--- src/design/endpoint_pkg.sv ---
package endpoint_pkg;

    ////////////////////////////////////////
    // data types
    ////////////////////////////////////////

    typedef logic [31:0] word_t;

    // one flit carries a full word plus the end of message marker.
    typedef struct packed {
        word_t data;
        logic  last;
    } flit_t;

    ////////////////////////////////////////
    // host address map
    ////////////////////////////////////////

    // slot i of the start table sits at START_TABLE_BASE + 4*i.
    localparam word_t START_TABLE_BASE = 32'h0000_0000;
    localparam word_t TX_SEND_ADDR     = 32'h0000_1004;
    localparam word_t RX_COUNT_ADDR    = 32'h0000_1008;
    localparam word_t TX_BUF_BASE      = 32'h0000_2000;
    localparam word_t RX_BUF_BASE      = 32'h0000_3000;

    // returned for reads that hit nothing.
    localparam word_t BAD_DATA = 32'hBAD1_BAD1;

    // payload length field in the low bits of a header word.
    localparam int HDR_LEN_BITS = 8;

endpackage

--- src/design/rx_assembler.sv ---
`timescale 1ns/100ps

module rx_assembler #(
    parameter int NUM_WORDS = 128
) (
    input  logic                         clk,
    input  logic                         n_rst,
    input  logic                         data_ready,
    input  endpoint_pkg::flit_t          flit_in,
    output logic                         rx_wr_en,
    output logic [$clog2(NUM_WORDS)-1:0] rx_wr_addr,
    output endpoint_pkg::word_t          rx_wr_data,
    output logic [15:0]                  rx_count
);

    localparam int AW = $clog2(NUM_WORDS);

    logic [AW-1:0] wr_ptr;

    // every strobe becomes exactly one buffer write.
    assign rx_wr_en   = data_ready;
    assign rx_wr_addr = wr_ptr;
    assign rx_wr_data = flit_in.data;

    // pointer wraps at the buffer depth, the count keeps going.
    always_ff @(posedge clk, negedge n_rst) begin
        if (!n_rst) begin
            wr_ptr   <= '0;
            rx_count <= '0;
        end else if (data_ready) begin
            wr_ptr   <= wr_ptr + AW'(1);
            rx_count <= rx_count + 16'd1;
        end
    end

endmodule

--- config.mk ---
export PLATFORM = sky130hd
export DESIGN_NAME = rx_assembler
export DESIGN_NICKNAME = d
export VERILOG_FILES = /design/src/design/endpoint_pkg.sv /design/src/design/rx_assembler.sv
export SDC_FILE = /design/constraint.sdc
export NUM_CORES = 1
export LEC_CHECK = 0
export BUFFER_PORTS_ARGS = -buffer_cell sky130_fd_sc_hd__buf_2
export CORE_AREA = 2 2 87 55
export DETAILED_ROUTE_END_ITERATION = 6
export DIE_AREA = 0 0 89 57
export MAX_ROUTING_LAYER = met4
export SETUP_SLACK_MARGIN = 0.15
export SYNTH_ARGS = -nofsm -noshare
export SYNTH_HDL_FRONTEND = slang
export SYNTH_SLANG_ARGS = --single-unit
--- constraint.sdc ---
create_clock -name clk -period 4.19 [get_ports clk]
set_clock_uncertainty 0.05 [all_clocks]
set_input_delay 0.6285 -clock clk [delete_from_list [all_inputs] [get_ports clk]]
set_output_delay 0.6285 -clock clk [all_outputs]
set_load 0.01 [all_outputs]
# Word-level counts from Yosys, hierarchy flattened
# Cells that the tools add are included.
# word_totals
regBits	23
latchBits	0
mem_bits_rw	0
romBits	0
output_inout_bits	56
word_cells	4
n_memories	0
# classes
addsub	2
n_mul	0
div_mod_pow	0
order_cmp	0
eq_ne	0
shifts	0
mux	0
bitwise_logic	0
reduce_logical	0
# ops
cell	n
16-bit by 1-bit adder with 16-bit output, second input constant	1
7-bit by 1-bit adder with 7-bit output, second input constant	1

# Logic depth before layout (Yosys ltp)
# depth
word_depth	1
depth_mapped	5
mapped_depth_nobuf	4

# Worst setup path after synthesis
# No wires, ideal clock.
# synth_path
kind	in2reg
startpoint	input port data_ready
endpoint	register rx_count[12]
setup_ns	0.127
arrival_time_ns	1.390
required_ns	4.013
setup_slack_ns	2.622
stages	5
n_path_buf	2
cell_sequence	buf_4 and3_1 clkbuf_1 and3_1 xor2_1
# synth_lines
element	line_no	text
from (decl)	rx_assembler.sv:8	input logic data_ready,
to (signal assigned)	rx_assembler.sv:32	rx_count <= rx_count + 16'd1;
to (decl)	rx_assembler.sv:13	output logic [15:0] rx_count

# Worst setup path after layout
# layout_path
startpoint	input port data_ready
endpoint	output port rx_wr_en
# layout_lines
element	line_no	text
to (decl)	rx_assembler.sv:10	output logic rx_wr_en,
# No word-level cell between the ends.

==> flow_summary.json <==
{
  "p_leak_nw": 0.636,
  "criticalPathCategory": "input pin to output port",
  "synth.largest_area_cell": "dfrtp_1",
  "drc": 0,
  "cts_sinks": 23,
  "post-cts-setup-buffer-count": 0,
  "drt_wl_total_um": 1950,
  "synth_area_per_cell_sq_um": 11.0,
  "period_share": 0.412,
  "hold_viol_final": 0,
  "ys.flop_type": "dfrtp_1",
  "grt_pass1_wl_um": 3160,
  "coreArea_sq_um": 4370,
  "cts_resized": 0,
  "startpoint_type": "input pin",
  "synth_top_area_share": 0.463,
  "yosys.cell_count.top_type": "buf_4",
  "overflow": 0,
  "clock_latency_ns": 0.26,
  "crit_chain": "buf_2, buf_2",
  "dr.pass1.iters": 2,
  "crit_top_cell": "buf_2",
  "min_period_ns": 1.73,
  "synth_edf_count": 0,
  "drive_gt1_frac": 0.315,
  "setup-tns-final_ns": 0,
  "netlist_instances": 113,
  "grt_util_all_layers": 0.0835,
  "rrSetupSlack_ns": 2.77,
  "syn2layout_area_growth_pct": -0.403,
  "async_reset_ff_frac": 1.00,
  "totalPowerFinal_uw": 724,
  "avgRoutedWirePerCell_um": 11.4,
  "dpl.hpwl_um": 1470,
  "io_buffer_count": 26,
  "power.density_nw_per_um2": 585,
  "worstPathMaxFanout": 11,
  "place.gp.congestion": 0.693,
  "yosys.cell_types.count": 16,
  "cts_hold_buf": 0,
  "synth_area_leaders": "dfrtp_1, buf_4, xnor2_1",
  "max_freq_ghz": 0.579,
  "ant_nets": 0,
  "numCtsBuffers": 3,
  "rsz0062_at_grt": "no",
  "ys_warn_count": 0,
  "die_height_um": 57,
  "syn-num-nets": 151,
  "antenna_cells": 0,
  "critPathArrivalTime_ns": 1.05,
  "relSlewSlack": 0.660,
  "crit_family": "buffers and inverters",
  "ctsHtreeMaxLevel": 1,
  "cts_tree": "yes",
  "worst_pin_slew_ns": 0.511,
  "antenna_found_initial": 0,
  "grt_max_degree": 24,
  "ys_ff_latch": 23,
  "drt-initial-drc-count": 19,
  "setup_viol": 0,
  "ys_top_cells_by_count": "buf_4, dfrtp_1, xnor2_1, xor2_1, nand2_1",
  "die_area_sq_um": 5070,
  "vias_per_cell": 3.99,
  "critical_path.endpoint_type": "output port",
  "clock_path_buffers": 2,
  "final_nets": 147,
  "cp.required_ns": 3.51,
  "fp-row-count": 19,
  "ios": 92,
  "num_vias": 682,
  "critPathMaxStageDelay_ns": 0.24,
  "critical_path_buf_inv_count": 2,
  "status": "complete, no violations",
  "critPathSlowestCell": "buf_2",
  "synth_area_sq_um": 1240,
  "grt_pass1_vias": 673,
  "hold_class": "input pin to asynchronous set/reset pin",
  "path_clk_slew_ns": 0.08,
  "max_cap_viol_count": 0,
  "root_buffer": "clkbuf_8",
  "die_x_um": 89,
  "initial_core_util": 0.284,
  "ys_seq_area_frac": 0.463,
  "ir_drop_mv": 0.169,
  "drv_slew": 0
}
## cells by family after synthesis
logic type	after synthesis	synth area share
AND/OR/NAND/NOR	29	0.139
buffers and inverters	36	0.211
adder cells (fa/ha/maj)	2	0.0201
multiplexers	2	0.0181
XOR/XNOR	21	0.148
flip-flops	23	0.463
## layer usage
metal / track usage / wire [um]
met5: - / 0
met4: 0.0597 / 20
met3: 0.0304 / 143
met2: 0.109 / 897
met1: 0.106 / 891
## final cells by class
cell class,count,area [sq um]
inverters,1,3.75
clock buffers,4,45.0
flip-flops and latches,23,576
well taps,63,78.8
fillers,466,3140
repair buffers,26,130
multi-input cells,54,404
## placed cells by master, fill, tap and decap left out
cell      instances
nor2_1            6
nand4_2           1
xnor2_1          12
nor3_4            1
nand4_4           1
xor2_1            9
nand2_1           8
dfrtp_1          23
and3_1            5
clkbuf_1          1
clkbuf_8          3
buf_2            26
nand3_1           4
mux2_2            2
ha_1              2
inv_1             1
nand4_1           3
## flip-flops by register name (all words and copies together) (netlist names)
name / count
rx_count: 16
rx_wr_addr: 7
## stage by stage
| step | hold WS, ns | util | instance area, sq um | setup slack, ns | instances |
|---|---|---|---|---|---|
| floorplan | 0.283 | - | 1240 | 2.62 | 113 |
| global placement | 0.402 | 0.273 | 1190 | 2.48 | 167 |
| detailed placement | 0.418 | 0.273 | 1190 | 2.43 | 167 |
| CTS | 0.294 | 0.283 | 1240 | 2.46 | 171 |
| global route | 0.320 | 0.283 | 1240 | 2.42 | 171 |
| finish | 0.281 | 0.283 | 1240 | 2.46 | 171 |
## where the power goes
part           switching, mW  internal (mW)
Combinational          0.109          0.109
Sequential            0.0846          0.288
Clock                 0.0661         0.0677
Total                  0.259          0.465
## path summary, 6_finish.rpt
check,cells after the start,start,to
max,2,data_ready,rx_wr_en
min,1,n_rst,rx_wr_addr[2]
max reg2reg,4,rx_count[3],rx_count[11]
min reg2reg,1,rx_count[15],rx_count[15]
max in group asynchronous,1,n_rst,rx_count[5]
min in group clk,1,rx_count[15],rx_count[15]
Note: power is estimated with default switching activity, not from simulation.
