**src/design/endpoint_pkg.sv**
```systemverilog
package endpoint_pkg;

    ////////////////////////////////////////
    // data types
    ////////////////////////////////////////

    typedef logic [31:0] word_t;

    // one flit carries a full word plus the end of message marker.
    typedef struct packed {
        word_t data;
        logic  last;
    } flit_t;

    ////////////////////////////////////////
    // host address map
    ////////////////////////////////////////

    // slot i of the start table sits at START_TABLE_BASE + 4*i.
    localparam word_t START_TABLE_BASE = 32'h0000_0000;
    localparam word_t TX_SEND_ADDR     = 32'h0000_1004;
    localparam word_t RX_COUNT_ADDR    = 32'h0000_1008;
    localparam word_t TX_BUF_BASE      = 32'h0000_2000;
    localparam word_t RX_BUF_BASE      = 32'h0000_3000;

    // returned for reads that hit nothing.
    localparam word_t BAD_DATA = 32'hBAD1_BAD1;

    // payload length field in the low bits of a header word.
    localparam int HDR_LEN_BITS = 8;

endpackage

```
**src/design/mem_bus_if.sv**
```systemverilog
`timescale 1ns/100ps

interface mem_bus_if #(
    parameter int NUM_WORDS = 128
);
    logic                         wen;
    logic                         ren;
    logic [$clog2(NUM_WORDS)-1:0] addr;
    endpoint_pkg::word_t          wdata;
    logic [3:0]                   strobe;
    endpoint_pkg::word_t          rdata;

    modport host (
        output wen, ren, addr, wdata, strobe,
        input  rdata
    );

    modport target (
        input  wen, ren, addr, wdata, strobe,
        output rdata
    );

endinterface

```
**src/design/endpoint_decoder.sv**
```systemverilog
`timescale 1ns/100ps

module endpoint_decoder #(
    parameter int NUM_MSGS  = 4,
    parameter int NUM_WORDS = 128
) (
    input  logic                         clk,
    input  logic                         n_rst,
    input  logic                         bus_wen,
    input  logic                         bus_ren,
    input  endpoint_pkg::word_t          bus_addr,
    input  endpoint_pkg::word_t          bus_wdata,
    input  logic [3:0]                   bus_strobe,
    output endpoint_pkg::word_t          bus_rdata,
    output logic                         bus_error,
    output logic                         bus_request_stall,
    mem_bus_if.host                      tx_buf_bus,
    mem_bus_if.host                      rx_buf_bus,
    input  logic                         tx_rd_en,
    input  logic [$clog2(NUM_WORDS)-1:0] tx_rd_addr,
    output endpoint_pkg::word_t          tx_rd_data,
    input  logic                         rx_wr_en,
    input  logic [$clog2(NUM_WORDS)-1:0] rx_wr_addr,
    input  endpoint_pkg::word_t          rx_wr_data,
    input  logic                         busy,
    input  logic [15:0]                  rx_count,
    output logic                         send_start,
    output logic [$clog2(NUM_WORDS)-1:0] send_addr
);

    localparam int AW = $clog2(NUM_WORDS);
    localparam int MW = (NUM_MSGS > 1) ? $clog2(NUM_MSGS) : 1;
    localparam endpoint_pkg::word_t TABLE_BYTES = endpoint_pkg::word_t'(NUM_MSGS * 4);
    localparam endpoint_pkg::word_t BUF_BYTES   = endpoint_pkg::word_t'(NUM_WORDS * 4);

    endpoint_pkg::word_t start_table [NUM_MSGS];
    logic                table_we;
    logic [MW-1:0]       table_idx;
    logic [MW-1:0]       send_slot;
    logic [AW-1:0]       buf_idx;
    logic                in_table;
    logic                in_tx_buf;
    logic                in_rx_buf;

    assign table_idx = bus_addr[2 +: MW];
    assign send_slot = bus_wdata[MW-1:0];
    assign buf_idx   = bus_addr[AW+1:2];

    assign in_table  = (bus_addr - endpoint_pkg::START_TABLE_BASE) < TABLE_BYTES;
    assign in_tx_buf = (bus_addr >= endpoint_pkg::TX_BUF_BASE) &&
                       (bus_addr <  endpoint_pkg::TX_BUF_BASE + BUF_BYTES);
    assign in_rx_buf = (bus_addr >= endpoint_pkg::RX_BUF_BASE) &&
                       (bus_addr <  endpoint_pkg::RX_BUF_BASE + BUF_BYTES);

    ////////////////////////////////////////
    // start table
    ////////////////////////////////////////

    always_ff @(posedge clk, negedge n_rst) begin
        if (!n_rst) begin
            for (int i = 0; i < NUM_MSGS; i++) begin
                start_table[i] <= '0;
            end
        end else if (table_we) begin
            start_table[table_idx] <= bus_wdata & ~32'h3;
        end
    end

    ////////////////////////////////////////
    // decode and buffer arbitration
    ////////////////////////////////////////

    always_comb begin
        tx_buf_bus.wen    = 1'b0;
        tx_buf_bus.ren    = 1'b0;
        tx_buf_bus.addr   = '0;
        tx_buf_bus.wdata  = '0;
        tx_buf_bus.strobe = '0;
        rx_buf_bus.wen    = 1'b0;
        rx_buf_bus.ren    = 1'b0;
        rx_buf_bus.addr   = '0;
        rx_buf_bus.wdata  = '0;
        rx_buf_bus.strobe = '0;
        tx_rd_data        = tx_buf_bus.rdata;
        bus_rdata         = endpoint_pkg::BAD_DATA;
        bus_error         = 1'b0;
        bus_request_stall = 1'b0;
        send_start        = 1'b0;
        send_addr         = '0;
        table_we          = 1'b0;

        // engine ports take the buffers first.
        if (tx_rd_en) begin
            tx_buf_bus.ren  = 1'b1;
            tx_buf_bus.addr = tx_rd_addr;
        end
        if (rx_wr_en) begin
            rx_buf_bus.wen    = 1'b1;
            rx_buf_bus.addr   = rx_wr_addr;
            rx_buf_bus.wdata  = rx_wr_data;
            rx_buf_bus.strobe = 4'hF;
        end

        if (in_table) begin
            bus_rdata = start_table[table_idx];
            table_we  = bus_wen;
        end else if (bus_addr == endpoint_pkg::TX_SEND_ADDR) begin
            if (bus_wen) begin
                if (bus_wdata >= NUM_MSGS || busy) begin
                    bus_error = 1'b1;
                end else begin
                    send_start = 1'b1;
                    send_addr  = start_table[send_slot][AW+1:2];
                end
            end
        end else if (bus_addr == endpoint_pkg::RX_COUNT_ADDR) begin
            bus_rdata = {16'h0000, rx_count};
        end else if (in_tx_buf) begin
            if (busy) begin
                bus_request_stall = bus_wen || bus_ren;
            end else begin
                tx_buf_bus.wen    = bus_wen;
                tx_buf_bus.ren    = bus_ren;
                tx_buf_bus.addr   = buf_idx;
                tx_buf_bus.wdata  = bus_wdata;
                tx_buf_bus.strobe = bus_strobe;
                bus_rdata         = tx_buf_bus.rdata;
            end
        end else if (in_rx_buf) begin
            // receive buffer is read only from the host side.
            if (bus_wen) begin
                bus_error = 1'b1;
            end else if (rx_wr_en) begin
                bus_request_stall = bus_ren;
            end else begin
                rx_buf_bus.ren  = bus_ren;
                rx_buf_bus.addr = buf_idx;
                bus_rdata       = rx_buf_bus.rdata;
            end
        end
    end

endmodule

```
**src/flat_wrapper.sv**
```systemverilog
// flat-port wrapper written by rule: the top's interface ports become plain ports
module endpoint_decoder_flat 
#(
    parameter int NUM_MSGS  = 4,
    parameter int NUM_WORDS = 128
)
  (clk, n_rst, bus_wen, bus_ren, bus_addr, bus_wdata, bus_strobe, bus_rdata, bus_error, bus_request_stall, tx_rd_en, tx_rd_addr, tx_rd_data, rx_wr_en, rx_wr_addr, rx_wr_data, busy, rx_count, send_start, send_addr, tx_buf_bus_wen, tx_buf_bus_ren, tx_buf_bus_addr, tx_buf_bus_wdata, tx_buf_bus_strobe, tx_buf_bus_rdata, rx_buf_bus_wen, rx_buf_bus_ren, rx_buf_bus_addr, rx_buf_bus_wdata, rx_buf_bus_strobe, rx_buf_bus_rdata);
  mem_bus_if #(.NUM_WORDS(NUM_WORDS)) tx_buf_bus_i ();
  mem_bus_if #(.NUM_WORDS(NUM_WORDS)) rx_buf_bus_i ();
  input  logic clk;
  input  logic n_rst;
  input  logic bus_wen;
  input  logic bus_ren;
  input  endpoint_pkg::word_t bus_addr;
  input  endpoint_pkg::word_t bus_wdata;
  input  logic [3:0] bus_strobe;
  output endpoint_pkg::word_t bus_rdata;
  output logic bus_error;
  output logic bus_request_stall;
  input  logic tx_rd_en;
  input  logic [$clog2(NUM_WORDS)-1:0] tx_rd_addr;
  output endpoint_pkg::word_t tx_rd_data;
  input  logic rx_wr_en;
  input  logic [$clog2(NUM_WORDS)-1:0] rx_wr_addr;
  input  endpoint_pkg::word_t rx_wr_data;
  input  logic busy;
  input  logic [15:0] rx_count;
  output logic send_start;
  output logic [$clog2(NUM_WORDS)-1:0] send_addr;
  output wire logic [$bits(tx_buf_bus_i.wen)-1:0] tx_buf_bus_wen;
  output wire logic [$bits(tx_buf_bus_i.ren)-1:0] tx_buf_bus_ren;
  output wire logic [$bits(tx_buf_bus_i.addr)-1:0] tx_buf_bus_addr;
  output wire logic [$bits(tx_buf_bus_i.wdata)-1:0] tx_buf_bus_wdata;
  output wire logic [$bits(tx_buf_bus_i.strobe)-1:0] tx_buf_bus_strobe;
  input wire logic [$bits(tx_buf_bus_i.rdata)-1:0] tx_buf_bus_rdata;
  output wire logic [$bits(rx_buf_bus_i.wen)-1:0] rx_buf_bus_wen;
  output wire logic [$bits(rx_buf_bus_i.ren)-1:0] rx_buf_bus_ren;
  output wire logic [$bits(rx_buf_bus_i.addr)-1:0] rx_buf_bus_addr;
  output wire logic [$bits(rx_buf_bus_i.wdata)-1:0] rx_buf_bus_wdata;
  output wire logic [$bits(rx_buf_bus_i.strobe)-1:0] rx_buf_bus_strobe;
  input wire logic [$bits(rx_buf_bus_i.rdata)-1:0] rx_buf_bus_rdata;
  assign tx_buf_bus_wen = tx_buf_bus_i.wen;
  assign tx_buf_bus_ren = tx_buf_bus_i.ren;
  assign tx_buf_bus_addr = tx_buf_bus_i.addr;
  assign tx_buf_bus_wdata = tx_buf_bus_i.wdata;
  assign tx_buf_bus_strobe = tx_buf_bus_i.strobe;
  assign tx_buf_bus_i.rdata = tx_buf_bus_rdata;
  assign rx_buf_bus_wen = rx_buf_bus_i.wen;
  assign rx_buf_bus_ren = rx_buf_bus_i.ren;
  assign rx_buf_bus_addr = rx_buf_bus_i.addr;
  assign rx_buf_bus_wdata = rx_buf_bus_i.wdata;
  assign rx_buf_bus_strobe = rx_buf_bus_i.strobe;
  assign rx_buf_bus_i.rdata = rx_buf_bus_rdata;
  endpoint_decoder #(.NUM_MSGS(NUM_MSGS), .NUM_WORDS(NUM_WORDS)) u_core (.clk(clk), .n_rst(n_rst), .bus_wen(bus_wen), .bus_ren(bus_ren), .bus_addr(bus_addr), .bus_wdata(bus_wdata), .bus_strobe(bus_strobe), .bus_rdata(bus_rdata), .bus_error(bus_error), .bus_request_stall(bus_request_stall), .tx_buf_bus(tx_buf_bus_i), .rx_buf_bus(rx_buf_bus_i), .tx_rd_en(tx_rd_en), .tx_rd_addr(tx_rd_addr), .tx_rd_data(tx_rd_data), .rx_wr_en(rx_wr_en), .rx_wr_addr(rx_wr_addr), .rx_wr_data(rx_wr_data), .busy(busy), .rx_count(rx_count), .send_start(send_start), .send_addr(send_addr));
endmodule
```
**config.mk**
```make
export PLATFORM = sky130hd
export DESIGN_NAME = endpoint_decoder_flat
export DESIGN_NICKNAME = d
export VERILOG_FILES = /design/src/design/endpoint_pkg.sv /design/src/design/mem_bus_if.sv /design/src/design/endpoint_decoder.sv /design/src/flat_wrapper.sv
export SDC_FILE = /design/constraint.sdc
export NUM_CORES = 1
export LEC_CHECK = 0
export ABC_AREA = 1
export BUFFER_PORTS_ARGS = -buffer_cell sky130_fd_sc_hd__buf_2
export CAP_MARGIN = 20
export CORE_AREA = 2 2 141 143
export DETAILED_ROUTE_END_ITERATION = 12
export DIE_AREA = 0 0 143 145
export PLACE_DENSITY = 0.73
export REMOVE_ABC_BUFFERS = 1
export SYNTH_ARGS = -nofsm -noshare
export SYNTH_HDL_FRONTEND = slang
export SYNTH_SLANG_ARGS = --single-unit
```
**constraint.sdc**
```tcl
create_clock -name clk -period 1.9 [get_ports clk]
set_clock_uncertainty 0.05 [all_clocks]
set_input_delay 0.095 -clock clk [delete_from_list [all_inputs] [get_ports clk]]
set_output_delay 0.095 -clock clk [all_outputs]
set_load 0.005 [all_outputs]
```
== Yosys cells after proc, flatten, opt, wreduce, memory -nomap -nowiden ==
Index checks and enable logic that the tools add are counted.

* Register bits after elaboration: 128
* Output and inout bits: 164
* Input port bits: 201
* Logic and storage cells: 109

* Equality and inequality tests: 2
* Multiplexer cells: 87
* Bitwise gates (word level): 2
* Magnitude comparators: 9
* Reductions and logical operators: 5

{| class="wikitable"
|+ Operator list
! operator !! number
|-
| $mux W32 || 17
|-
| $bmux W32 S2 || 2
|-
| $bwmux W128 || 1
|-
| $mux W7 || 18
|-
| $demux W32 S2 || 1
|-
| $eq A32 B13 Y1 const B || 2
|-
| $ge A32 B14 Y1 const B || 2
|-
| $lt A32 B14 Y1 const B || 2
|-
| $mux W1 || 40
|-
| $ge A32 B3 Y1 const B || 1
|-
| $lt A32 B5 Y1 const B || 1
|-
| $mux W4 || 6
|-
| $mux W9 || 2
|-
| $ge A3 B3 Y1 const B || 2
|-
| $not A2 Y3 || 2
|-
| $logic_and A1 B1 Y1 || 3
|-
| $lt A3 B1 Y1 const B || 1
|-
| $logic_or A1 B1 Y1 || 2
|}

== Logic depth before layout (Yosys ltp) ==
* Depth in word-level cells: 8
* Mapped depth: 12
* Mapped depth without buffers: 11

== Worst setup path before layout ==
Ideal clock, no wire load.

* Path type: input to register
* Start point: input bus_addr[23]
* End point: register u_core.start_table[7] (netlist bit)
* Path slack: 0.484 ns
* Library setup time: 0.122 ns
* Path buffers: 1
* Arrival time: 1.244 ns
* Data required time: 1.728 ns
* Stages: 11
* Path through: nor2_1 -> nand2_1 -> nor2_4 -> nand2_4 -> nor2_4 -> nand2_4 -> nor2_8 -> nand2_4 -> buf_4 -> nand2_1 -> o21ai_2

* Longest elaborated chain between the ends: 2

{| class="wikitable"
|+ RTL lines
! what !! RTL line !! text
|-
| start, declared || flat_wrapper.sv:14 || <nowiki>input endpoint_pkg::word_t bus_addr;</nowiki>
|-
| $lt A32 B5 Y1 || endpoint_decoder.sv:49 || <nowiki>assign in_table = (bus_addr - endpoint_pkg::START_TABLE_BASE) < TABLE_BYTES;</nowiki>
|-
| $mux W1 || endpoint_decoder.sv:104 || <nowiki>if (in_table) begin</nowiki>
|-
| end signal, assigned by index || endpoint_decoder.sv:65 || <nowiki>start_table[table_idx] <= bus_wdata & ~32'h3;</nowiki>
|-
| end, declared || endpoint_decoder.sv:36 || <nowiki>endpoint_pkg::word_t start_table [NUM_MSGS];</nowiki>
|}

Every way passes these cells.
A chain may end at the register's enable or synchronous reset.

== Worst setup path after layout ==
* Start point: input bus_addr[31]
* End point: output bus_request_stall

* Longest elaborated chain between the ends: 7
* Elaborated cells between the ends (all ways): 14
* Those cells by class: order compare (5); eq/ne (2); mux (5); reduce/logical (2)

{| class="wikitable"
|+ RTL lines
! what !! RTL line !! text
|-
| $ge A32 B14 Y1 / $lt A32 B14 Y1 (equally long branches) || endpoint_decoder.sv:52, endpoint_decoder.sv:53 ||
|-
| $logic_and A1 B1 Y1 || endpoint_decoder.sv:52 || <nowiki>assign in_rx_buf = (bus_addr >= endpoint_pkg::RX_BUF_BASE) &&</nowiki>
|-
| $mux W1 || endpoint_decoder.sv:129 || <nowiki>end else if (in_rx_buf) begin</nowiki>
|-
| $mux W1 || endpoint_decoder.sv:118 || <nowiki>end else if (in_tx_buf) begin</nowiki>
|-
| $mux W1 || endpoint_decoder.sv:116 || <nowiki>end else if (bus_addr == endpoint_pkg::RX_COUNT_ADDR) begin</nowiki>
|-
| $mux W1 || endpoint_decoder.sv:107 || <nowiki>end else if (bus_addr == endpoint_pkg::TX_SEND_ADDR) begin</nowiki>
|-
| $mux W1 (*) || endpoint_decoder.sv:104 ||
|-
| end, declared || flat_wrapper.sv:19 || <nowiki>output logic bus_request_stall;</nowiki>
|}

Mark *: on every way between the ends. The rest lies on a longest branch, timed or not.

==> impl_metrics.json <==
{
  "rsz0062_at_grt": "true",
  "yosysWarnings": 0,
  "viasPerCell": 5.13,
  "setup_viol": 0,
  "slew-limit-headroom_pct": 66.8,
  "ys_types": 35,
  "synth_edf_count": 0,
  "antenna_found_initial": 2,
  "grt.total_usage_pct": 28.5,
  "gp_congestion": 0.920,
  "power_density_nw_per_um2": 585,
  "post-dp-hpwl_um": 22600,
  "synth-async-reset-ratio_pct": 100,
  "yosys_register_bits": 120,
  "worst-path-stages": 12,
  "hold_path_class": "input port to flop",
  "cts_max_path_buffers": 2,
  "pin_count": 365,
  "netlist_instances": 1158,
  "die_area_um2": 20700,
  "clkLatencyLatePin_ps": 430,
  "numPortBuffers": 364,
  "yosysSeqAreaShare_pct": 36.6,
  "tightestPinTransition_ps": 498,
  "antenna_left": 0,
  "avgRoutedWirePerCell_um": 16.9,
  "r2r-end": "u_core.start_table[101]",
  "post-synth-top-count-cell": "nand2_1",
  "grt_max_degree": 61,
  "max-vdd-ir-drop_mv": 0.691,
  "startpoint_type": "input port",
  "fin_nets": 1730,
  "setup.worst_path.end_class": "primary output",
  "final_cell_count_no_fill": 1809,
  "syn_to_final_growth_pct": 36.0,
  "stdcell_area_um2": 11200,
  "wl_um": 30600,
  "place_area_um2": 10400,
  "rows": 51,
  "cts_htree_levels": 4,
  "cp.buffers_inverters": 4,
  "hold_depth": 4,
  "dp.cells": 1758,
  "largest-register": "u_core.start_table",
  "crit_chain": "buf_2, nor2_2, nand2_2, nor2_4, nand2_4, nor2_4, buf_4, nand3_4, buf_4, nand4_1, a21oi_1, buf_2",
  "cp.arrival_ps": 1690,
  "power_mw": 6.53,
  "largest_reg_flops": 120,
  "start_util_pct": 42.8,
  "cts_buffers": 17,
  "synth_flop_cell": "dfrtp_1",
  "r2r-start": "u_core.start_table[101]",
  "fin_util_pct": 58.2,
  "drive_gt1_share_pct": 36.7,
  "path_max_fanout": 5,
  "drtIter0Drc": 746,
  "crit_slowest_cell": "nor2_4",
  "cap_violations": 0,
  "dr.pass1.iters": 5,
  "p_leak_nw": 6.26,
  "synth_top_area_cell": "dfrtp_1",
  "critPathKind": "input port to primary output",
  "path_clk_slew_ps": 60,
  "drv_slew": 0,
  "status": "completed",
  "tns_ps": 0,
  "synthesis.area_um2": 8210,
  "final_hold_viol_count": 0,
  "dp_slack_ps": -12.5,
  "finalCritPeriodShare_pct": 96.5,
  "fp.dieW_um": 143,
  "setup_slack_ps": 66.9,
  "critPathRequiredTime_ps": 1750,
  "netlist_top_cells_area": "dfrtp_1 (37%), nand2_1 (15%), inv_1 (5.5%)",
  "synth_top_area_share_pct": 36.6,
  "max_stage_delay_ps": 180,
  "synth_common_cells": "nand2_1 (322), inv_1 (121), dfrtp_1 (120)",
  "cts_tree": "built",
  "max_clock_freq_mhz": 546,
  "clkSinkCount": 120,
  "drc": 0,
  "grt_pass1_wl_um": 45600,
  "top_regs": "u_core.start_table x120",
  "cp-startpoint": "bus_addr[31]",
  "cts_root_buffer": "clkbuf_16",
  "r2r_slack_ps": 1180,
  "hold_ws_ps": 1.80,
  "grt_overflow": 0,
  "r2r_cells": 2,
  "vias": 9286,
  "cpLargestDelayFamily": "simple AND/OR/NAND/NOR gates",
  "cp-endpoint": "bus_request_stall",
  "die_height_um": 145,
  "core-area_um2": 19200,
  "grt_pass1_vias": 8548,
  "finalCriticalPeriod_ps": 1830,
  "postSynthAreaPerCell_um2": 7.09
}
-- cells by family after synthesis --
family | Yosys count | share of synthesized area [%]
flip-flops | 120 | 36.6
AND/OR/NAND/NOR | 582 | 31.5
buffers and inverters | 236 | 15.5
AO/OA/AOI/OAI | 220 | 16.4
-- worst register-to-register path: stages (launching register included) --
cell and delay (ps):
dfrtp_1 390, nand2_1 80, o21ai_1 70
-- worst min-delay path by stage --
stage | startpoint | end
after floorplan | n_rst | u_core.start_table[100]
after detailed placement | n_rst | u_core.start_table[46]
final | bus_wdata[20] | u_core.start_table[20]
after global routing | bus_wdata[9] | u_core.start_table[9]
after CTS | bus_wdata[20] | u_core.start_table[20]
after global placement | n_rst | u_core.start_table[46]
-- cells in the final DEF (no fill, tap or decap), drive strengths merged, types with 22 or more instances in the layout --
master | netlist | layout
nand2 | 329 | 329
a21oi | 22 | 22
inv | 128 | 130
o21ai | 163 | 163
a22oi | 24 | 24
buf | 81 | 447
nor2 | 120 | 120
nand4 | 48 | 48
nand3 | 70 | 70
dfrtp | 120 | 120
-- repair_timing --
item	CTS	global route
hold buffers	10	0
gates resized for setup	3	14
hold endpoints to repair	71	0
pin swaps	0	6
buffers inserted	0	6
gates cloned	0	1
setup endpoints to repair	4	38
-- report_power, final --
group | total [mW] | internal, mW | leakage, nW | switching, mW
Combinational | 0.835 | 0.348 | 4.30 | 0.487
Clock | 3.14 | 1.95 | 0.280 | 1.18
Sequential | 2.56 | 2.56 | 1.68 | 0.0000000499
-- area by class of cell --
| cell class | count | area [µm²] |
|---|---|---|
| flip-flops and latches | 120 | 3000 |
| multi-input cells | 802 | 4000 |
| diodes | 2 | 5.00 |
| fillers | 1833 | 8040 |
| clock buffers | 20 | 447 |
| clock inverters | 12 | 126 |
| repair buffers | 458 | 2770 |
| inverters | 130 | 495 |
| well taps | 265 | 332 |
-- routing by layer --
metal	global-route usage, %	wire [µm]	vias to the layer above
met3	6.01	2390	55
li1	-	-	4470
met1	35.5	12200	4297
met5	0	0	-
met2	48.4	15200	464
met4	10.4	818	0
No activity file was read; power rests on OpenSTA's default activity.
