**config.mk**
```make
export PLATFORM = sky130hd
export DESIGN_NAME = tx_engine
export DESIGN_NICKNAME = d
export VERILOG_FILES = /design/src/design/endpoint_pkg.sv /design/src/design/tx_engine.sv
export SDC_FILE = /design/constraint.sdc
export NUM_CORES = 1
export LEC_CHECK = 0
export BUFFER_PORTS_ARGS = -buffer_cell sky130_fd_sc_hd__buf_2
export CAP_MARGIN = 20
export CORE_ASPECT_RATIO = 0.8
export CORE_MARGIN = 2
export CORE_UTILIZATION = 40
export DETAILED_ROUTE_END_ITERATION = 6
export HOLD_SLACK_MARGIN = 0.15
export PLACE_DENSITY = 0.71
export RECOVER_POWER = 25
export SLEW_MARGIN = 20
export SYNTH_ARGS = -nofsm -noshare
export SYNTH_HDL_FRONTEND = slang
export SYNTH_SLANG_ARGS = --single-unit
```
**constraint.sdc**
```tcl
create_clock -name clk -period 2.83 [get_ports clk]
set_clock_uncertainty 0.15 [all_clocks]
set_input_delay 0.849 -clock clk [delete_from_list [all_inputs] [get_ports clk]]
set_output_delay 0.849 -clock clk [all_outputs]
set_load 0.1 [all_outputs]
```
**src/design/endpoint_pkg.sv**
```systemverilog
package endpoint_pkg;

    ////////////////////////////////////////
    // data types
    ////////////////////////////////////////

    typedef logic [31:0] word_t;

    // one flit carries a full word plus the end of message marker.
    typedef struct packed {
        word_t data;
        logic  last;
    } flit_t;

    ////////////////////////////////////////
    // host address map
    ////////////////////////////////////////

    // slot i of the start table sits at START_TABLE_BASE + 4*i.
    localparam word_t START_TABLE_BASE = 32'h0000_0000;
    localparam word_t TX_SEND_ADDR     = 32'h0000_1004;
    localparam word_t RX_COUNT_ADDR    = 32'h0000_1008;
    localparam word_t TX_BUF_BASE      = 32'h0000_2000;
    localparam word_t RX_BUF_BASE      = 32'h0000_3000;

    // returned for reads that hit nothing.
    localparam word_t BAD_DATA = 32'hBAD1_BAD1;

    // payload length field in the low bits of a header word.
    localparam int HDR_LEN_BITS = 8;

endpackage

```
**src/design/tx_engine.sv**
```systemverilog
`timescale 1ns/100ps

module tx_engine #(
    parameter int NUM_WORDS = 128
) (
    input  logic                         clk,
    input  logic                         n_rst,
    input  logic                         send_start,
    input  logic [$clog2(NUM_WORDS)-1:0] send_addr,
    output logic                         tx_rd_en,
    output logic [$clog2(NUM_WORDS)-1:0] tx_rd_addr,
    input  endpoint_pkg::word_t          tx_rd_data,
    output logic                         busy,
    output endpoint_pkg::flit_t          flit_out,
    output logic                         flit_out_valid
);

    localparam int AW = $clog2(NUM_WORDS);
    localparam int LW = endpoint_pkg::HDR_LEN_BITS;

    typedef enum logic [1:0] {
        state_idle,
        state_header,
        state_stream
    } state_t;

    state_t        state;
    logic [AW-1:0] ptr;
    logic [LW-1:0] remaining;
    logic [LW-1:0] hdr_len;
    logic          last_next;

    assign hdr_len    = tx_rd_data[LW-1:0];
    assign tx_rd_en   = (state == state_header) || (state == state_stream);
    assign tx_rd_addr = ptr;

    // busy covers the cycle in which the final flit is still on the port.
    assign busy = (state != state_idle) || flit_out_valid;

    // a zero length header is its own last flit.
    assign last_next = (state == state_header) ? (hdr_len == '0) : (remaining == LW'(1));

    always_ff @(posedge clk, negedge n_rst) begin
        if (!n_rst) begin
            state          <= state_idle;
            ptr            <= '0;
            remaining      <= '0;
            flit_out_valid <= 1'b0;
        end else begin
            flit_out_valid <= tx_rd_en;
            case (state)
                state_idle: begin
                    if (send_start) begin
                        ptr   <= send_addr;
                        state <= state_header;
                    end
                end
                state_header: begin
                    remaining <= hdr_len;
                    ptr       <= ptr + AW'(1);
                    state     <= (hdr_len == '0) ? state_idle : state_stream;
                end
                state_stream: begin
                    remaining <= remaining - LW'(1);
                    ptr       <= ptr + AW'(1);
                    if (remaining == LW'(1)) begin
                        state <= state_idle;
                    end
                end
                default: state <= state_idle;
            endcase
        end
    end

    // outgoing flit, loaded with each word read.
    always_ff @(posedge clk) begin
        if (tx_rd_en) begin
            flit_out.data <= tx_rd_data;
            flit_out.last <= last_next;
        end
    end

endmodule

```
* Word-level counts from Yosys, hierarchy flattened
Index checks and enable logic that the tools add are counted.
** Storage, ports and cells
- Flip-flop bits (word level) :: 51
- Input bits :: 42
- Output and inout bits :: 43
- Logic and storage cells :: 31
** Cells by class
- $add $sub $neg :: 2
- Equality and inequality tests :: 5
- Muxes and demuxes :: 8
- Reduce and logical (&&, ||, !) cells :: 10
** Operator list (number)
- $pmux 8 s2 :: 1
- $pmux 7 s2 :: 1
- $eq 8x1->1 const B :: 1
- $logic_not 8->1 :: 1
- $sub 8x1->8 const B :: 1
- $add 7x1->7 const B :: 1
- $mux 7 :: 1
- $mux 2 :: 3
- $pmux 2 s3 :: 1
- $reduce_bool 2->1 :: 3
- $reduce_and 2->1 :: 2
- $eq 2x1->1 const B :: 1
- $eq 2x2->1 const B :: 1
- $logic_not 2->1 :: 1
- $logic_or 1x1->1 :: 2
- $ne 2x1->1 const B :: 1
- $ne 2x2->1 const B :: 1
- $reduce_or 2->1 :: 1
- $mux 1 :: 1

* Logic depth before layout (Yosys ltp)
Gate-level depths: netlist of the first run.
- Depth in word-level cells :: 4
- Depth in mapped cells :: 7
- Depth with buffers taken out :: 6

* Worst setup path after synthesis of the first run
Ideal clock, no wire load.
- Path kind :: register to register
- Start :: register state[0]
- End :: register remaining[0]
- Data arrival time :: 2836 ps
- Slack :: -238 ps
- Cell stages (with the launch flop) :: 7
- Clock period less this slack :: 3068 ps
- Cells stage by stage :: dfrtp_1 -> inv_1 -> ha_1 -> buf_2 -> buf_1 -> o21ai_0 -> o21ai_0
** On the way
- Longest elaborated chain between the ends :: 2
- Elaborated cells between the ends (all ways) :: 4
- Classes of those cells :: eq/ne (2); mux (1); reduce/logical (1)
** Ends and longest elaborated chain
- start, declared :: RTL line tx_engine.sv:27 : state_t state;
- start signal, assigned :: RTL line tx_engine.sv:45 : state <= state_idle;
- start signal, assigned :: RTL line tx_engine.sv:55 : state <= state_header;
- start signal, assigned :: RTL line tx_engine.sv:61 : state <= (hdr_len == '0) ? state_idle : state_stream;
- $eq 2x2->1 / $eq 2x1->1 (equally long branches) :: RTL line tx_engine.sv:51 : case (state)
- $pmux 8 s2 / $reduce_bool 2->1 (equally long branches)
- end signal, assigned :: RTL line tx_engine.sv:59 : remaining <= hdr_len;
- end signal, assigned :: RTL line tx_engine.sv:64 : remaining <= remaining - LW'(1);
- end, declared :: RTL line tx_engine.sv:29 : logic [LW-1:0] remaining;
Parallel ways exist; a longest one is shown, timed or not.
A chain may end at the register's enable or synchronous reset.

* Final worst setup path of the first run
- Start :: register state[0]
- End :: output busy
** On the way
- Longest elaborated chain between the ends :: 2
** Ends and longest elaborated chain
- $reduce_bool 2->1 :: RTL line tx_engine.sv:38 : assign busy = (state != state_idle) || flit_out_valid;
- $logic_or 1x1->1 :: RTL line tx_engine.sv:38
- end, declared :: RTL line tx_engine.sv:13 : output logic busy,
No other way between the ends.

==> summary.md, run 1 <==
| Metric | Value |
|---|---|
| Initial antenna violation count | `0` |
| Fin crit period | `2536 ps` |
| #FFs+latches synth | `about 50` |
| Final Setup Violations | `0` |
| Cell Area, Placed | `about 2600 sq um` |
| Critical path launch point | `state[0]` |
| Setup Buffers After CTS | `0` |
| Post-synthesis instance area | `2127 sq um` |
| Num rows | `23` |
| Syn avg cell area | `around 13 sq um` |
| DR vias/cell | `about 5.1` |
| Crit-path leading delay family | `buffers and inverters` |
| Root Driver | `clkbuf_8` |
| Share of cells above drive strength 1 | `39.92%` |
| R2r endpoint | `remaining[7]` |
| WHS Endpoint | `tx_rd_addr[0]` |
| Deepest clock path buffer count | `2` |
| First DRT Iteration DRCs | `86` |
| Die Y | `~69 microns` |
| Fin util | `54.15%` |
| RSZ-0062 raised after global routing | `no` |
| Ant. Diodes | `0` |
| Final period util | `89.61%` |
| Max cap viols | `0` |
| Max H-tree Level | `2` |
| Setup TNS | `0 ps` |
| Top Metal Used | `met4` |
| Area Growth Syn to Fin | `28.94%` |
| Cell Chain, Critical Path | `inv_1 -> ha_2 -> nand2b_1 -> buf_2` |
| Commonest non-fill, non-tap cell in the layout | `buf_2` |
| Routed wl met2 | `approximately 2100 microns` |
| Yosys cell types | `31` |
| Max Fanout on Critical Path | `10` |
| Worst-Skew Late Latency | `about 300 ps` |
| Kind of end point of the critical path | `output port` |
| Total grt overflow | `0` |
| DIE AREA | `5921 sq um` |
| Initial Utilization | `42.00%` |
| Placeable Area | `5065 sq um` |
| Die width | `between 80 and 90 microns` |
| Final instance area | `between 2000 and 3000 sq um` |
| Register area share after synthesis | `67.76%` |
| Largest net degree at the start of global routing | `41` |
| Top cell type's share of synthesized area | `a little under half` |
| Reg2Reg Setup Slack | `roughly 660 ps` |
| HP Class | `flop to flop` |
| PortBufs | `84` |
| Hold Crit Start | `tx_rd_addr[0]` |
| Mapped Cells | `approximately 170` |
| Max Transition Viols Final | `0` |
| Largest area contributor in the netlist | `edfxtp_1` |
| CP Launch Type | `flop` |
| Io pins | `85` |
| Worst path bufs/invs | `2` |
| Vias | `about 1600` |
| Fin. Hold Viols | `0` |
| ANT nets after route | `0` |
| Synth Warn # | `0` |
| First-pass GRT wire length | `7224 microns` |
| Hold WS | `slightly above 400 ps` |
| DRC viols | `0` |
| Crit path arrival time | `between 1500 and 2000 ps` |
| Final #Nets | `around 300` |
| First drt pass iteration count | `4` |
| Max incr delay on CP | `420 ps` |
| Critical path type | `flop to output port` |
| Fmax | `around 400 MHz` |
| Slew margin rel. | `between 30% and 40%` |
| Routed len/inst | `about 14 microns` |
| Met3 wire len | `between 200 and 300 microns` |
| DRT Wirelength | `between 4000 and 5000 microns` |
| Commonest cells after routing, fill and taps aside | `buf_2 (82), edfxtp_1 (33), dfrtp_1 (18)` |
| CTS tree | `yes` |
| Number of buffers created by CTS | `5` |
| Area contributors post-synth | `edfxtp_1 (47%), dfrtp_1 (21%), ha_1 (4.1%)` |
| Outcome | `finished, final reports clean` |
| Clock Sinks | `~50` |
| Worst-Margin Slew | `~1000 ps` |
| Hold path cells | `1` |
| R2r startpoint | `state[1]` |
| Resize count post-CTS | `0` |
| Filler cells | `~450` |
| Vias in the first global route | `~1500` |
| Critical Path RT | `1830 ps` |
| Worst reg2reg path depth | `6` |
| RePlAce Congestion | `0.7816` |
| All-Layer GR Usage | `between 10% and 20%` |
| Wl on met1 | `just under 2000 microns` |
| Syn_nets | `around 210` |
| Crit path max-delay cell type | `buf_2` |
| Clock-pin transition on the worst setup and hold timing paths | `approximately 90 ps` |
| Post-DP HPWL | `between 3000 and 4000 microns` |
| Cts hold-fix bufs | `0` |
[cell type report]
type	instances	area, sq um	share of cell area [%]
Clock inverter	2	37.54	1.369
Clock buffer	6	72.57	2.646
Timing Repair Buffer	86	449.2	16.38
Multi-Input combinational cell	102	641.9	23.40
Sequential cell	51	1441	52.55
Tap cell	62	77.57	2.828
Inverter	6	22.52	0.8212
[logic make-up after synthesis]
kind of cell	share of synthesized area (%)
compound gates	13.06
buf+inv	2.176
mux	2.000
fa+ha+maj	4.117
simple gates	10.88
flops	67.76
[metrics by stage]
step / setup slack [ps] / std cells
2_1_floorplan: 66.17 / 165
3_3_place_gp: 674.0 / 307
3_5_place_dp: 633.9 / 307
4_1_cts: 285.6 / 315
5_1_grt: 209.7 / 315
6_report: 293.9 / 315
[cells in the mapped netlist]
| cell type | number |
|---|---|
| edfxtp_1 | 33 |
| dfrtp_1 | 18 |
| a21oi_1 | 17 |
| nand2_1 | 13 |
| o21ai_0 | 10 |
| nand3_1 | 9 |
| o22ai_1 | 9 |
| nor2_1 | 8 |
| ha_1 | 7 |
| inv_1 | 6 |
| nand2b_1 | 4 |
| buf_1 | 3 |
| and3_1 | 2 |
| clkbuf_1 | 2 |
| mux2_2 | 2 |
| mux2i_1 | 2 |
| nor4_1 | 2 |
| o211ai_1 | 2 |
| o22a_1 | 2 |
| o31ai_1 | 2 |
| or4_4 | 2 |
| a21boi_2 | 1 |
| a221o_1 | 1 |
| a2bb2oi_1 | 1 |
| buf_2 | 1 |
| nand4_1 | 1 |
| nor2b_1 | 1 |
| o32ai_1 | 1 |
| or2_2 | 1 |
| or3_2 | 1 |
| or3b_2 | 1 |
[layer usage]
metal	GRT usage [%]	vias up
met4	5.115	0
li1	-	793
met3	3.929	7
met1	20.46	763
met2	23.96	58
met5	0	-
[sequential cells by signal, indices dropped and copies added, names as in the netlist]
signal / cells
tx_rd_addr: 7
remaining: 8
flit_out_valid: 1
state: 2
flit_out: 33
[worst max-delay path by stage]
| stage | endpoint | cells past startpoint |
|---|---|---|
| after floorplan | busy | 1 |
| final | busy | 4 |
| after detailed placement | busy | 4 |
| after CTS | busy | 4 |
| after global routing | busy | 4 |
| after global placement | busy | 4 |
Power of run 1 is not shown: default switching activity piles up to over one toggle a cycle in this logic, so the estimate is an artifact.
==> inputs of run 2 (changes only) <==
Settings changed: ABC_AREA from default to 1, PLACE_DENSITY 0.71 to 0.7.
==> summary.md, run 2 <==
| Metric | Value |
|---|---|
| Max Fanout on Critical Path | `15 (+5)` |
| Share of cells above drive strength 1 | `34.31% (-5.6 points)` |
| Ant. Diodes | `0 (unchanged)` |
| Resize count post-CTS | `0 (unchanged)` |
| Worst-Skew Late Latency | `310 ps (about the same)` |
| Commonest cells after routing, fill and taps aside | `buf_2 (82), nand2_1 (56), edfxtp_1 (33)` |
| PortBufs | `84 (unchanged)` |
| Commonest non-fill, non-tap cell in the layout | `buf_2` |
| First-pass GRT wire length | `7500 microns (+3.8%)` |
| Crit path arrival time | `1500 ps (-40 ps)` |
| Compound-cell area share of the yosys netlist | `6.877% (-6.2 points)` |
| Hold path cells | `2 (+1)` |
| Max cap viols | `0 (unchanged)` |
| Syn_nets | `265 (+24%)` |
| Post-DP HPWL | `3413 microns (+11%)` |
| Area Growth Syn to Fin | `27.12%` |
| #FFs+latches synth | `51 (unchanged)` |
| Max Transition Viols Final | `0 (unchanged)` |
| Wl on met1 | `2123 microns (+8.3%)` |
| DIE AREA | `6260 sq um (+5.7%)` |
| Worst reg2reg path depth | `8 (+2)` |
| Routed wl met2 | `2050 microns (-2.3%)` |
| Initial antenna violation count | `0 (unchanged)` |
| Number of flops mapped to enable cells by yosys | `33 (unchanged)` |
| CTS tree | `yes` |
| Fin crit period | `2496 ps (-39.94 ps)` |
| Largest family of logic cells by synthesized area | `simple AND/OR/NAND/NOR gates` |
| Num rows | `24 (+4.3%)` |
| Vias | `1729 (+6.7%)` |
| DR vias/cell | `4.503 (-13%)` |
| Vias in the first global route | `1611 (+4.7%)` |
| Largest area contributor in the netlist | `edfxtp_1` |
| Slew margin rel. | `29.32% (-0.98 points)` |
| Syn avg cell area | `10.44 sq um (-19%)` |
| Post-synthesis instance area | `2256 sq um (+6.1%)` |
| Area contributors post-synth | `edfxtp_1 (44%), dfrtp_1 (20%), nand2_1 (9.3%)` |
| Mux contribution to synthesized area | `0% (-2.0 points)` |
| Xor/xnor share of the synthesized area | `0.7765% (+0.78 points)` |
| All-Layer GR Usage | `15.64% (+0.47 points)` |
| Reg2Reg Setup Slack | `780 ps (+120 ps)` |
| CP Launch Type | `flop` |
| Ys flop type | `edfxtp_1` |
| Max H-tree Level | `2 (unchanged)` |
| Max reg flops | `33 (unchanged)` |
| Total grt overflow | `0 (unchanged)` |
| Clock-pin transition on the worst setup and hold timing paths | `90 ps (about the same)` |
| First drt pass iteration count | `4 (unchanged)` |
| Deepest clock path buffer count | `2 (unchanged)` |
| Top Metal Used | `met4` |
| Kind of end point of the critical path | `output port` |
| Root Driver | `clkbuf_8` |
| Die Y | `71.17 microns (+2.8%)` |
| Largest net degree at the start of global routing | `28 (-32%)` |
| Top cell type's share of synthesized area | `43.93% (-2.7 points)` |
| DRT Wirelength | `4658 microns (+6.5%)` |
| Setup TNS | `0 ps (unchanged)` |
| Register area share after synthesis | `63.89% (-3.9 points)` |
| Synth Warn # | `0 (unchanged)` |
| Asr flop ratio synth | `35.29% (unchanged)` |
| Setup Buffers After CTS | `0 (unchanged)` |
| Number of buffers created by CTS | `5 (unchanged)` |
| Hold Crit Start | `state[0]` |
| Final #Nets | `354 (+18%)` |
| HP Class | `flop to flop` |
| Routed len/inst | `12.13 microns (-13%)` |
| Initial Utilization | `41.51% (-0.49 points)` |
| Synth Area in Simple Gates | `18.30% (+7.4 points)` |
| Post-synthesis adder-cell area fraction | `3.882% (-0.24 points)` |
| Fin. Hold Viols | `0 (unchanged)` |
| Yosys cell types | `28 (-9.7%)` |
| DRC viols | `0 (unchanged)` |
| Count leader, synth | `nand2_1` |
| RSZ-0062 raised after global routing | `no` |
| Outcome | `finished, final reports clean` |
| Die width | `87.96 microns (+2.8%)` |
| WHS Endpoint | `state[0]` |
| ANT nets after route | `0 (unchanged)` |
| Top post-synthesis cells by count | `nand2_1 (56), edfxtp_1 (33), inv_1 (24)` |
| Fin util | `52.76% (-1.4 points)` |
| Cell Area, Placed | `2771 sq um (+5.2%)` |
| Cts hold-fix bufs | `0 (unchanged)` |
| Fmax | `400.6 MHz (+1.6%)` |
| RePlAce Congestion | `0.8074 (+3.3%)` |
| Final instance area | `2868 sq um (+4.6%)` |
| Mapped Cells | `216 (+31%)` |
| Critical path type | `flop to output port` |
| Met3 wire len | `394 microns (+53%)` |
| Final period util | `88.20% (-1.4 points)` |
| Placeable Area | `5435 sq um (+7.3%)` |
| First DRT Iteration DRCs | `116 (+35%)` |
| Worst-Margin Slew | `1060 ps (+14.65 ps)` |
| Register with the most flip-flops | `flit_out` |
| Critical Path RT | `1830 ps (about the same)` |
| R2r startpoint | `state[1]` |
| Final Setup Violations | `0 (unchanged)` |
| Io pins | `85 (unchanged)` |
| Clock Sinks | `51 (unchanged)` |
| R2r endpoint | `tx_rd_addr[5]` |
## run 2: cell count changes after synthesis, moves of 4 or more
cell      delta
a21oi_1     -13
inv_1       +18
nand2_1     +43
nand2b_1     -4
nor2_1      +13
o21ai_1      +4
o22ai_1      -9
## run 2: stage by stage
stage | setup WS (ps) | hold slack (ps) | std cells
final | 333.9 | 361.7 | 384
after global routing | 255.0 | 414.4 | 384
after CTS | 310.0 | 324.2 | 384
after detailed placement | 656.2 | 344.0 | 376
after global placement | 688.2 | 339.2 | 376
after floorplan | 168.1 | 316.6 | 216
## run 2: layout make-up
class,instances,area (sq um)
tap,78,97.59
inverter,27,106.4
multi-input combinational,134,675.6
sequential,51,1441
timing repair buffer,86,449.2
fill,507,2567
clock inverter,3,28.78
clock buffer,5,68.82
## run 2: worst max path at each step
stage              startpoint       end  slack, ps  cells after the start
2_1_floorplan  flit_out_valid      busy        170                      2
3_3_place_gp         state[1]  tx_rd_en        690                      3
3_5_place_dp         state[1]  tx_rd_en        660                      3
4_1_cts              state[1]  tx_rd_en        310                      3
5_1_grt              state[1]  tx_rd_en        250                      3
6_report             state[1]  tx_rd_en        330                      3
## run 2: cells by family (layout without fill, tap and decap cells)
group | after synthesis | count (layout)
simple gates | 98 | 98
flops | 51 | 51
buf+inv | 31 | 121
fa+ha+maj | 7 | 7
compound gates | 27 | 27
xor+xnor | 2 | 2
## run 2: worst max-delay path: stages (launching register included)
cell,delay [ps]
dfrtp_1,370
inv_1,80
ha_2,520
buf_12,220
## run 2: metal layers
metal  vias to the layer above  track usage, %
li1                        883               -
met1                       755           22.14
met2                        82           22.98
met3                         9           4.201
met4                         0           6.154
met5                         -               0
Power of run 2 is left out for the same reason.
==> inputs of run 3 (changes only) <==
Settings changed: CORE_ASPECT_RATIO 0.8 to 0.9.
==> summary.md, run 3 (same netlist as run 2, synthesis figures left out) <==
| Metric | Value |
|---|---|
| All-Layer GR Usage | `15.84% (+0.21 points)` |
| DIE AREA | `6257 sq um (about the same)` |
| Max reg flops | `33 (unchanged)` |
| Worst-Skew Late Latency | `300 ps (about the same)` |
| PortBufs | `84 (unchanged)` |
| Clock-pin transition on the worst setup and hold timing paths | `90 ps (about the same)` |
| Final period util | `88.05% (-0.15 points)` |
| Vias in the first global route | `1586 (-1.6%)` |
| Die Y | `75.25 microns (+5.7%)` |
| M1 GR Usage | `22.76% (+0.63 points)` |
| Commonest non-fill, non-tap cell in the layout | `buf_2` |
| Post-DP HPWL | `3520 microns (+3.1%)` |
| Deepest clock path buffer count | `2 (unchanged)` |
| Fmax | `401.3 MHz (+0.17%)` |
| Met3 Use GR | `4.934% (+0.73 points)` |
| Hold WS | `362.2 ps (+0.5010 ps)` |
| Number of buffers created by CTS | `5 (unchanged)` |
| Largest net degree at the start of global routing | `39 (+39%)` |
| RSZ-0062 raised after global routing | `no` |
| Io pins | `85 (unchanged)` |
| Final #Nets | `354 (unchanged)` |
| Max Fanout on Critical Path | `3 (-12)` |
| Max incr delay on CP | `410 ps (-110 ps)` |
| Setup Buffers After CTS | `0 (unchanged)` |
| Area used by multi-input combinational logic | `675.6 sq um (unchanged)` |
| Area Growth Syn to Fin | `27.29%` |
| Register area | `1441 sq um (unchanged)` |
| Commonest cells after routing, fill and taps aside | `buf_2 (82), nand2_1 (56), edfxtp_1 (33)` |
| CTS tree | `yes` |
| Outcome | `finished, final reports clean` |
| Slew margin rel. | `30.99% (+1.7 points)` |
| Fin. Hold Viols | `0 (unchanged)` |
| Crit path arrival time | `1490 ps (about the same)` |
| Kind of end point of the critical path | `output port` |
| RePlAce Congestion | `0.8011 (-0.78%)` |
| Crit path max-delay cell type | `buf_2` |
| ANT nets after route | `0 (unchanged)` |
| CP Launch Type | `flop` |
| Num rows | `25 (+4.2%)` |
| Max Transition Viols Final | `0 (unchanged)` |
| Crit-path leading delay family | `buffers and inverters` |
| Worst path bufs/invs | `2 (unchanged)` |
| Max H-tree Level | `2 (unchanged)` |
| Setup TNS | `0 ps (unchanged)` |
| Register with the most flip-flops | `flit_out` |
| DRT Wirelength | `4753 microns (+2.0%)` |
| Total grt overflow | `0 (unchanged)` |
| Critical path type | `flop to output port` |
| First-pass GRT wire length | `7748 microns (+3.3%)` |
| Initial Utilization | `42.18% (+0.67 points)` |
| Cell Chain, Critical Path | `inv_1 -> ha_2 -> nand2_1 -> buf_2` |
| Ant. Diodes | `0 (unchanged)` |
| Reg2Reg Setup Slack | `800 ps (+20 ps)` |
| First drt pass iteration count | `4 (unchanged)` |
| Gr busiest metal | `met2` |
| Root Driver | `clkbuf_8` |
| Max cap viols | `0 (unchanged)` |
| Final Setup Violations | `0 (unchanged)` |
| Placeable Area | `5349 sq um (-1.6%)` |
| Initial antenna violation count | `0 (unchanged)` |
| First DRT Iteration DRCs | `88 (-24%)` |
| Filler cells | `489 (-3.6%)` |
| DRC viols | `0 (unchanged)` |
| Share of cells above drive strength 1 | `34.31% (unchanged)` |
| Vias | `1755 (+1.5%)` |
| Fin crit period | `2492 ps (-4.343 ps)` |
| Fin worst setup slack | `338.2 ps (+4.343 ps)` |
| Die width | `83.16 microns (-5.5%)` |
| Cts hold-fix bufs | `0 (unchanged)` |
| Routed len/inst | `12.74 microns (+5.0%)` |
| Critical Path RT | `1830 ps (about the same)` |
| Resize count post-CTS | `0 (unchanged)` |
| Pre-CTS setup slack | `674.2 ps (+18.02 ps)` |
| Clock Sinks | `51 (unchanged)` |
| Worst-Margin Slew | `1035 ps (-25.00 ps)` |
| DR vias/cell | `4.705 (+4.5%)` |
| GRT met2 Usage | `23.48% (+0.50 points)` |
| HP Class | `flop to flop` |
run 3: cell types whose count changed in the layout (fill, tap and decap cells not counted):
cell,change
clkinv_4,-2
inv_6,+1
inv_8,-1
bufinv_16,+1
clkinvlp_4,+1
run 3: cell type report:
type / instances / share of cell area, %
flip-flops and latches: 51 / 50.20
multi-input cells: 134 / 23.53
repair buffers: 86 / 15.64
inverters: 27 / 3.704
well taps: 67 / 2.919
clock buffers: 5 / 2.397
clock inverters: 3 / 1.612
run 3: worst paths after layout:
path,from,end,cells past startpoint
setup / recovery,state[0],busy,4
hold / removal,state[1],state[1],2
setup reg to reg,state[0],tx_rd_addr[4],9
min in group asynchronous,n_rst,tx_rd_addr[6],1
hold reg to reg,state[1],state[1],2
max in group asynchronous,n_rst,remaining[3],1
run 3: metal layers:
layer  vias up  share of wire, %
li1        884                 -
met1       788                49
met2        77                41
met3         6               8.9
met4         0               1.0
met5         -                 0
run 3: through the flow:
step	utilization, %	area, sq um	instances
global route	53.68	2872	373
finish	53.68	2872	373
floorplan	-	2258	216
CTS	53.71	2873	373
global placement	51.56	2758	365
detailed placement	51.56	2758	365
run 3: worst reg2reg max path, stage by stage, from the launching register on:
cell,delay [ps]
dfrtp_1,420
inv_1,120
ha_2,330
buf_4,220
o21ai_2,390
inv_4,100
nand2_2,70
nand2_1,40
nand2_1,60
inv_1,30
Power of run 3 is left out for the same reason.
